$ cat config.mk
export PLATFORM = sky130hd
export DESIGN_NAME = slm_panel_top
export DESIGN_NICKNAME = d
export VERILOG_FILES = /design/src/hdl/panel_pkg.sv /design/src/hdl/trace_pkg.sv /design/src/hdl/front_panel_display.sv /design/src/hdl/key_pulse_gen.sv /design/src/hdl/offset_control.sv /design/src/hdl/slm_panel_top.sv /design/src/hdl/trace_capture.sv
export VERILOG_INCLUDE_DIRS = /design/src /design/src/include
export SDC_FILE = /design/constraint.sdc
export NUM_CORES = 1
export LEC_CHECK = 0
export ABC_AREA = 1
export BUFFER_PORTS_ARGS = -buffer_cell sky130_fd_sc_hd__buf_2
export CORE_ASPECT_RATIO = 0.75
export CORE_MARGIN = 3
export CORE_UTILIZATION = 30
export CTS_CLUSTER_DIAMETER = 100
export CTS_CLUSTER_SIZE = 20
export DETAILED_ROUTE_END_ITERATION = 10
export GPL_TIMING_DRIVEN = 0
export PLACE_DENSITY = 0.5
export SLEW_MARGIN = 20
export SYNTH_ARGS = -nofsm -noshare
export SYNTH_HDL_FRONTEND = slang
export SYNTH_SLANG_ARGS = --single-unit
$ cat constraint.sdc
create_clock -name CLOCK_50 -period 24.2 [get_ports CLOCK_50]
set_clock_uncertainty 0.1 [all_clocks]
set_input_delay 1.21 -clock CLOCK_50 [delete_from_list [all_inputs] [get_ports CLOCK_50]]
set_output_delay 1.21 -clock CLOCK_50 [all_outputs]
set_load 0.05 [all_outputs]
$ cat src/include/slm_panel_macros.svh
/*
 * shared constants for the front-panel control block
 * include in any file that needs a delay, depth, width or offset default
 */
`ifndef SLM_PANEL_MACROS_SVH
`define SLM_PANEL_MACROS_SVH

// ==================================================
// key timing
// ==================================================
// press-to-pulse delay in clocks, board build uses 5_000_000
`define SLM_KEY_DELAY_CYCLES 16

// ==================================================
// logic analyzer window
// ==================================================
`define SLM_TRACE_PRE   10
`define SLM_TRACE_POST  5
`define SLM_TRACE_SLOTS 16

// probe word layout
`define SLM_PROBE_W    19
`define SLM_SAMPLE_W   9
`define SLM_STROBE_BIT 8

// front panel widths
`define SLM_LED_W 10
`define SLM_SW_W  10
`define SLM_KEY_W 4
`define SLM_MAG_W 8
`define SLM_SEG_W 7

// offset reset values, sign 1 means negative
`define SLM_X_DEFAULT_MAG  127
`define SLM_X_DEFAULT_SIGN 1
`define SLM_Y_DEFAULT_MAG  3
`define SLM_Y_DEFAULT_SIGN 0

`endif

$ cat src/hdl/panel_pkg.sv
/*
 * types for the board controls, the image offsets and the digit outputs
 * referenced by scoped name from the offset and display logic
 */
`include "slm_panel_macros.svh"

package panel_pkg;

    // slide switches and push keys, keys are active low
    typedef logic [`SLM_SW_W-1:0]  switches_t;
    typedef logic [`SLM_KEY_W-1:0] keys_t;

    // offset size in pixels
    typedef logic [`SLM_MAG_W-1:0] magnitude_t;

    // signed image offset
    // sign 1 = negative, +x to the right, +y downwards
    typedef struct packed {
        logic       sign;
        magnitude_t mag;
    } offset_t;

    // one seven-segment digit, active low
    typedef logic [`SLM_SEG_W-1:0] seg_t;

    // all six digits, leftmost first
    typedef struct packed {
        seg_t hex5;
        seg_t hex4;
        seg_t hex3;
        seg_t hex2;
        seg_t hex1;
        seg_t hex0;
    } hex_bank_t;

endpackage

$ cat src/hdl/trace_pkg.sv
/*
 * types for the probe word and the logic analyzer slots
 * referenced by scoped name from the capture and display logic
 */
`include "slm_panel_macros.svh"

package trace_pkg;

    // full probe word
    // bit 8 is the valid strobe, bits 18..9 carry status
    typedef logic [`SLM_PROBE_W-1:0] probe_t;

    // lower probe bits, one stored slot
    typedef logic [`SLM_SAMPLE_W-1:0] sample_t;

    // slot number, wide enough for the whole window
    typedef logic [$clog2(`SLM_TRACE_SLOTS)-1:0] slot_idx_t;

    // red leds on the board
    typedef logic [`SLM_LED_W-1:0] leds_t;

endpackage

$ cat src/hdl/front_panel_display.sv
/*
 * led and seven-segment drivers for the front panel
 * purely combinational, fed by the trace readout and status levels
 */
`timescale 1ns/1ns
`include "slm_panel_macros.svh"

module front_panel_display (
    input  trace_pkg::sample_t    slot_data,
    input  trace_pkg::probe_t     probe,
    input  panel_pkg::switches_t  switches,
    input  logic                  write_done,
    output trace_pkg::leds_t      leds,
    output panel_pkg::hex_bank_t  hex
);

    // segment patterns, active low
    localparam panel_pkg::seg_t SEG_B     = 7'b0000011;
    localparam panel_pkg::seg_t SEG_U     = 7'b1000001;
    localparam panel_pkg::seg_t SEG_S     = 7'b0010010;
    localparam panel_pkg::seg_t SEG_Y     = 7'b0010001;
    localparam panel_pkg::seg_t SEG_BLANK = 7'b1111111;

    logic show_slot;

    // only the slot select switches up
    assign show_slot = (switches[`SLM_SW_W-1:4] == '0);

    // ==================================================
    // leds
    // ==================================================
    always_comb begin
        if (show_slot) begin
            leds = {1'b0, slot_data};
        end else begin
            // status field of the probe
            leds = probe[`SLM_PROBE_W-1:`SLM_SAMPLE_W];
        end
    end

    // ==================================================
    // digits
    // ==================================================
    // "busy" until the memory writer finishes
    assign hex.hex5 = write_done ? SEG_BLANK : SEG_B;
    assign hex.hex4 = write_done ? SEG_BLANK : SEG_U;
    assign hex.hex3 = write_done ? SEG_BLANK : SEG_S;
    assign hex.hex2 = write_done ? SEG_BLANK : SEG_Y;
    // right pair unused
    assign hex.hex1 = SEG_BLANK;
    assign hex.hex0 = SEG_BLANK;

endmodule

$ cat src/hdl/key_pulse_gen.sv
/*
 * one active-low key in, one delayed single-cycle pulse out
 * presses that land while a delay is running are dropped
 */
`timescale 1ns/1ns
`include "slm_panel_macros.svh"

module key_pulse_gen (
    input  logic CLOCK_50,
    input  logic delayed_reset,
    input  logic key_n,
    output logic pulse
);

    localparam int CNT_W = $clog2(`SLM_KEY_DELAY_CYCLES + 1);

    typedef logic [CNT_W-1:0] count_t;

    // key sample and the sample before it
    logic   key_s;
    logic   key_prev;
    // remaining delay, zero when idle
    count_t count;
    logic   press;

    // falling edge seen while idle
    assign press = !key_s && key_prev && (count == '0);

    always_ff @(posedge CLOCK_50 or posedge delayed_reset) begin
        if (delayed_reset) begin
            // released key assumed out of reset
            key_s    <= 1'b1;
            key_prev <= 1'b1;
            count    <= '0;
            pulse    <= 1'b0;
        end else begin
            key_s    <= key_n;
            key_prev <= key_s;
            pulse    <= 1'b0;
            if (press) begin
                count <= count_t'(`SLM_KEY_DELAY_CYCLES);
            end else if (count != '0) begin
                count <= count - 1'b1;
                // last tick of the delay fires the pulse
                if (count == count_t'(1)) begin
                    pulse <= 1'b1;
                end
            end
        end
    end

endmodule

$ cat src/hdl/offset_control.sv
/*
 * x and y image offset registers
 * key 3 loads x, key 2 loads y, value taken from the switches
 */
`timescale 1ns/1ns
`include "slm_panel_macros.svh"

module offset_control (
    input  logic                CLOCK_50,
    input  logic                delayed_reset,
    input  panel_pkg::keys_t    keys,
    input  panel_pkg::switches_t switches,
    output panel_pkg::offset_t  x_offset,
    output panel_pkg::offset_t  y_offset
);

    localparam panel_pkg::offset_t X_DEFAULT = '{
        sign: 1'(`SLM_X_DEFAULT_SIGN),
        mag:  panel_pkg::magnitude_t'(`SLM_X_DEFAULT_MAG)
    };
    localparam panel_pkg::offset_t Y_DEFAULT = '{
        sign: 1'(`SLM_Y_DEFAULT_SIGN),
        mag:  panel_pkg::magnitude_t'(`SLM_Y_DEFAULT_MAG)
    };

    logic               load_x;
    logic               load_y;
    panel_pkg::offset_t load_val;

    // ==================================================
    // delayed key pulses
    // ==================================================
    key_pulse_gen u_key_x (
        .CLOCK_50      (CLOCK_50),
        .delayed_reset (delayed_reset),
        .key_n         (keys[3]),
        .pulse         (load_x)
    );

    key_pulse_gen u_key_y (
        .CLOCK_50      (CLOCK_50),
        .delayed_reset (delayed_reset),
        .key_n         (keys[2]),
        .pulse         (load_y)
    );

    // sign on sw9, size on sw7..0, sw8 unused here
    assign load_val.sign = switches[9];
    assign load_val.mag  = switches[`SLM_MAG_W-1:0];

    // ==================================================
    // offset registers
    // ==================================================
    always_ff @(posedge CLOCK_50 or posedge delayed_reset) begin
        if (delayed_reset) begin
            x_offset <= X_DEFAULT;
            y_offset <= Y_DEFAULT;
        end else begin
            // independent loads, both may fire together
            if (load_x) begin
                x_offset <= load_val;
            end
            if (load_y) begin
                y_offset <= load_val;
            end
        end
    end

endmodule

$ cat src/hdl/slm_panel_top.sv
/*
 * front-panel control top level for the light-modulator board
 * offsets, trace capture and panel display on one clock
 */
`timescale 1ns/1ns

module slm_panel_top (
    input  logic                 CLOCK_50,
    input  logic                 delayed_reset,
    input  panel_pkg::keys_t     keys,
    input  panel_pkg::switches_t switches,
    input  trace_pkg::probe_t    probe,
    input  logic                 write_done,
    output panel_pkg::offset_t   x_offset,
    output panel_pkg::offset_t   y_offset,
    output trace_pkg::leds_t     leds,
    output panel_pkg::hex_bank_t hex
);

    trace_pkg::slot_idx_t slot_sel;
    trace_pkg::sample_t   slot_data;

    // low switches pick the slot to show
    assign slot_sel = switches[3:0];

    // ==================================================
    // offset registers, straight to the outputs
    // ==================================================
    offset_control u_offsets (
        .CLOCK_50      (CLOCK_50),
        .delayed_reset (delayed_reset),
        .keys          (keys),
        .switches      (switches),
        .x_offset      (x_offset),
        .y_offset      (y_offset)
    );

    // ==================================================
    // probe capture and panel
    // ==================================================
    trace_capture u_trace (
        .CLOCK_50      (CLOCK_50),
        .delayed_reset (delayed_reset),
        .probe         (probe),
        .slot_sel      (slot_sel),
        .slot_data     (slot_data)
    );

    front_panel_display u_panel (
        .slot_data  (slot_data),
        .probe      (probe),
        .switches   (switches),
        .write_done (write_done),
        .leds       (leds),
        .hex        (hex)
    );

endmodule

$ cat src/hdl/trace_capture.sv
/*
 * small logic analyzer on the lower probe bits
 * keeps pre-trigger history, latches a window around each strobe
 */
`timescale 1ns/1ns
`include "slm_panel_macros.svh"

module trace_capture (
    input  logic                 CLOCK_50,
    input  logic                 delayed_reset,
    input  trace_pkg::probe_t    probe,
    input  trace_pkg::slot_idx_t slot_sel,
    output trace_pkg::sample_t   slot_data
);

    localparam int CNT_W = $clog2(`SLM_TRACE_POST + 1);

    typedef logic [CNT_W-1:0] post_cnt_t;

    // history, index 0 oldest
    trace_pkg::sample_t history [`SLM_TRACE_PRE];
    // latched window, strobe lands in slot PRE
    trace_pkg::sample_t slots [`SLM_TRACE_SLOTS];
    // post-strobe position, zero when idle
    post_cnt_t          post_cnt;
    trace_pkg::sample_t cur_sample;
    logic               strobe;

    assign cur_sample = probe[`SLM_SAMPLE_W-1:0];
    assign strobe     = probe[`SLM_STROBE_BIT];

    // ==================================================
    // pre-trigger shift register
    // ==================================================
    always_ff @(posedge CLOCK_50 or posedge delayed_reset) begin
        if (delayed_reset) begin
            for (int i = 0; i < `SLM_TRACE_PRE; i++) begin
                history[i] <= '0;
            end
        end else begin
            for (int i = 0; i < `SLM_TRACE_PRE - 1; i++) begin
                history[i] <= history[i+1];
            end
            history[`SLM_TRACE_PRE-1] <= cur_sample;
        end
    end

    // ==================================================
    // capture window
    // ==================================================
    always_ff @(posedge CLOCK_50 or posedge delayed_reset) begin
        if (delayed_reset) begin
            post_cnt <= '0;
            for (int i = 0; i < `SLM_TRACE_SLOTS; i++) begin
                slots[i] <= '0;
            end
        end else if (strobe) begin
            // freeze history plus the strobe sample itself
            for (int i = 0; i < `SLM_TRACE_PRE; i++) begin
                slots[i] <= history[i];
            end
            slots[`SLM_TRACE_PRE] <= cur_sample;
            // restart even if a window is still open
            post_cnt <= post_cnt_t'(1);
        end else if (post_cnt != '0) begin
            // post samples go to slots PRE+1 .. PRE+POST
            slots[trace_pkg::slot_idx_t'(`SLM_TRACE_PRE + int'(post_cnt))] <= cur_sample;
            if (post_cnt == post_cnt_t'(`SLM_TRACE_POST)) begin
                post_cnt <= '0;
            end else begin
                post_cnt <= post_cnt + 1'b1;
            end
        end
    end

    // readout straight from the chosen slot
    assign slot_data = slots[slot_sel];

endmodule

==> flow_summary.ini <==
[routing]
drt_wl_total_microns = 37900
wl_per_cell_microns = 19.2
wl_met2_microns = 15300
wl_met3_microns = 2840
drtIter0Drc = 961
met1Wirelength_microns = 19200
highest_layer = met4
vias = 9444
antenna_left = 0
vias_per_cell = 4.79
remaining_drc_errors = 0
first_pass_iters = 5

[power]
p_sw_uw = 419
power.total_mw = 1.18
clockPowerShare_pct = 24.5
pwr-share-seq_pct = 49.5
cellPowerDensity_mw_per_mm2 = 87.0
p_sw_share_pct = 35.5
intPower_uw = 759
peakVddDrop_mv = 0.0406
p_comb_share_pct = 26.1
p_leak_nw = 6.67

[layout]
syn_to_final_growth_pct = 13.8
fill_cells = 4029
final_cell_mix = nand2_1, dfrtp_1, inv_1, nand3_1, buf_2
nets = 1501
antennaDiodeCount = 0
drive_gt1_share_pct = 14.7
layout_commonest_cell = nand2_1

[setup_path]
critPathMaxFanout = 10
cp-end-kind = output port
cp-start-kind = input pin
r2r_cells = 9
r2r-start = u_trace.post_cnt[1]
worst-r2r-setup-slack_ns = 21.80
crit_arrival_ns = 3.48
required_ns = 22.89
rr_endpoint = u_trace.slots[1]
worstSetupPathType = in -> out

[floorplanning]
start_util_pct = 30.8
dieHeight_microns = 179
die_w_microns = 236
die_area_sq_mm = 0.0421
pin_count = 106
coreArea_sq_mm = 0.0387
rows = 62

[grt]
grt_pass1_wl_microns = 57000
grt_overflow = 0
grt_max_degree = 99
grt_pass1_vias = 9108
track_usage_pct = 17.9
antenna_found_initial = 0

[placement]
port_buffers = 78
hpwl_microns = 27400
place_congestion = 0.853

[clock_network]
cts_setup_buffers = 0
cts_tree = done
cts_root_buf = clkbuf_16
cts-hold-fix-buffers = 0
cts_resized = 0
htreeDepth = 1
clock_sinks = 271
path_clk_slew_ns = 0.08
cts_made_buffers = 17
clk_latency_ns = 0.52
cts.path.max_buffers = 3

[sta]
slew_headroom_pct = 25.4
fmax_mhz = 209
rsz0062_at_grt = no
finalHoldViolations = 0
maxSlewViolCount = 0
post-route-min-period_ns = 4.79
finalSetupViolations = 0
worst_pin_slew_ns = 1.12
timing.final.crit_share_pct = 19.8
tns_ns = 0

[synth]
yosysUniqueCellTypes = 39
synthTopCellsByArea = dfrtp_1, nand2_1, inv_1
yosysWarnings = 0
syn_area_sq_mm = 0.0119
yosysSeqAreaShare_pct = 57.1
synthCells = 1337
synth_area_leader_cell = dfrtp_1
ys_ff_latch = 271
synth_top_cell_area_share_pct = 54.0
avgSynthCellArea_sq_um = 8.91

[run]
cap_violations = 0

[min_path]
hold_class = reg -> reg
min-delay-start = u_offsets.u_key_y.key_s
hold_end = u_offsets.u_key_y.key_prev
hold_depth = 0

[status]
status = completed
metal layers:
metal  track usage (%)  vias to the layer above
met3              3.99                       41
li1                  -                     4434
met4              3.17                        0
met5                 0                        -
met2              24.8                      277
met1              28.2                     4692
cell type report:
type                    count  area (sq um)  area share, %
clock buffers              22           444           3.28
clock inverters             1          11.3         0.0831
multi-input cells         803          3940           29.1
inverters                 185           702           5.18
flip-flops and latches    271          6800           50.2
well taps                 512           641           4.73
repair buffers             80           445           3.29
plain buffers              99           561           4.14
synth_stat cells:
cell type  count
nand3_2        1
nor2_2         3
o21ai_1       11
o21ai_4        1
mux2i_1        2
nor2_8         3
nor3b_1        1
clkinv_1       2
buf_1          5
mux2_2         4
o22ai_1        2
nor2_4         3
conb_1         1
o211ai_1      23
inv_2          5
o21ai_0       94
dfstp_2       14
a22oi_1       30
ha_1           8
nor3_1         5
nand2_2        7
buf_4         43
o31ai_4        1
clkbuf_1      29
nand3_1      128
a22o_1         1
nor2_1        56
a21oi_1       44
o311ai_0       1
o21ai_2        1
nand2_1      333
dfrtp_1      257
clkbuf_2       1
xor2_1         4
a32oi_1        9
nand2_4        4
buf_2         21
inv_1        178
a31oi_1        1
how the worst max path moves through the flow:
| stage | cells after the start | start | end |
|---|---|---|---|
| 2_1_floorplan | 1 | delayed_reset | u_offsets.u_key_x.count[0] |
| 3_3_place_gp | 2 | delayed_reset | u_trace.slots[45] |
| 3_5_place_dp | 10 | switches[1] | leds[8] |
| 4_1_cts | 10 | switches[1] | leds[8] |
| 5_1_grt | 10 | switches[1] | leds[0] |
| 6_report | 10 | switches[1] | leds[8] |
registers in the layout, summed over array words and instances, names as in the netlist, 3 cells and up:
name and flops:
u_offsets.x_offset 9, u_trace.history 90, u_offsets.u_key_x.count 5, u_offsets.y_offset 9, u_trace.slots 144, u_trace.post_cnt 3
u_offsets.u_key_y.count 5
cells by family after synthesis:
group	synth area share (%)
simple gates	19.7
flops	57.1
compound gates	11.0
buf+inv	10.5
xor+xnor	0.294
mux	0.546
other cells	0.0315
fa+ha+maj	0.841
critical path: stages:
cell      delay (ns)
buf_2           0.13
clkinv_1        0.22
clkbuf_1        0.77
nand3_1         0.34
nand3_1         0.21
nand3_1         0.10
nand2_1         0.11
nand2_1         0.06
nand2_1         0.06
buf_2           0.26
per-stage QoR:
step | worst slack, ns | cell area [sq um] | utilization [%] | std cells | hold WS, ns
finish | 19.41 | 13500 | 35.0 | 1973 | 0.269
global route | 19.32 | 13500 | 35.0 | 1973 | 0.273
CTS | 19.42 | 13500 | 35.0 | 1973 | 0.270
detailed placement | 19.43 | 13100 | 33.8 | 1950 | 0.258
global placement | 12.05 | 13000 | 33.6 | 1948 | 0.257
floorplan | 15.45 | 12000 | - | 1358 | 0.254
power groups by stage:
stage	Combinational (mW)	Clock, mW	Sequential (mW)
final	0.307	0.288	0.583
after floorplan	0.176	0	0.638
after detailed placement	0.307	0	0.591
after global placement	0.303	0	0.590
after CTS	0.308	0.297	0.582
after global routing	0.342	0.311	0.593
Note: power is estimated with default switching activity, not from simulation.
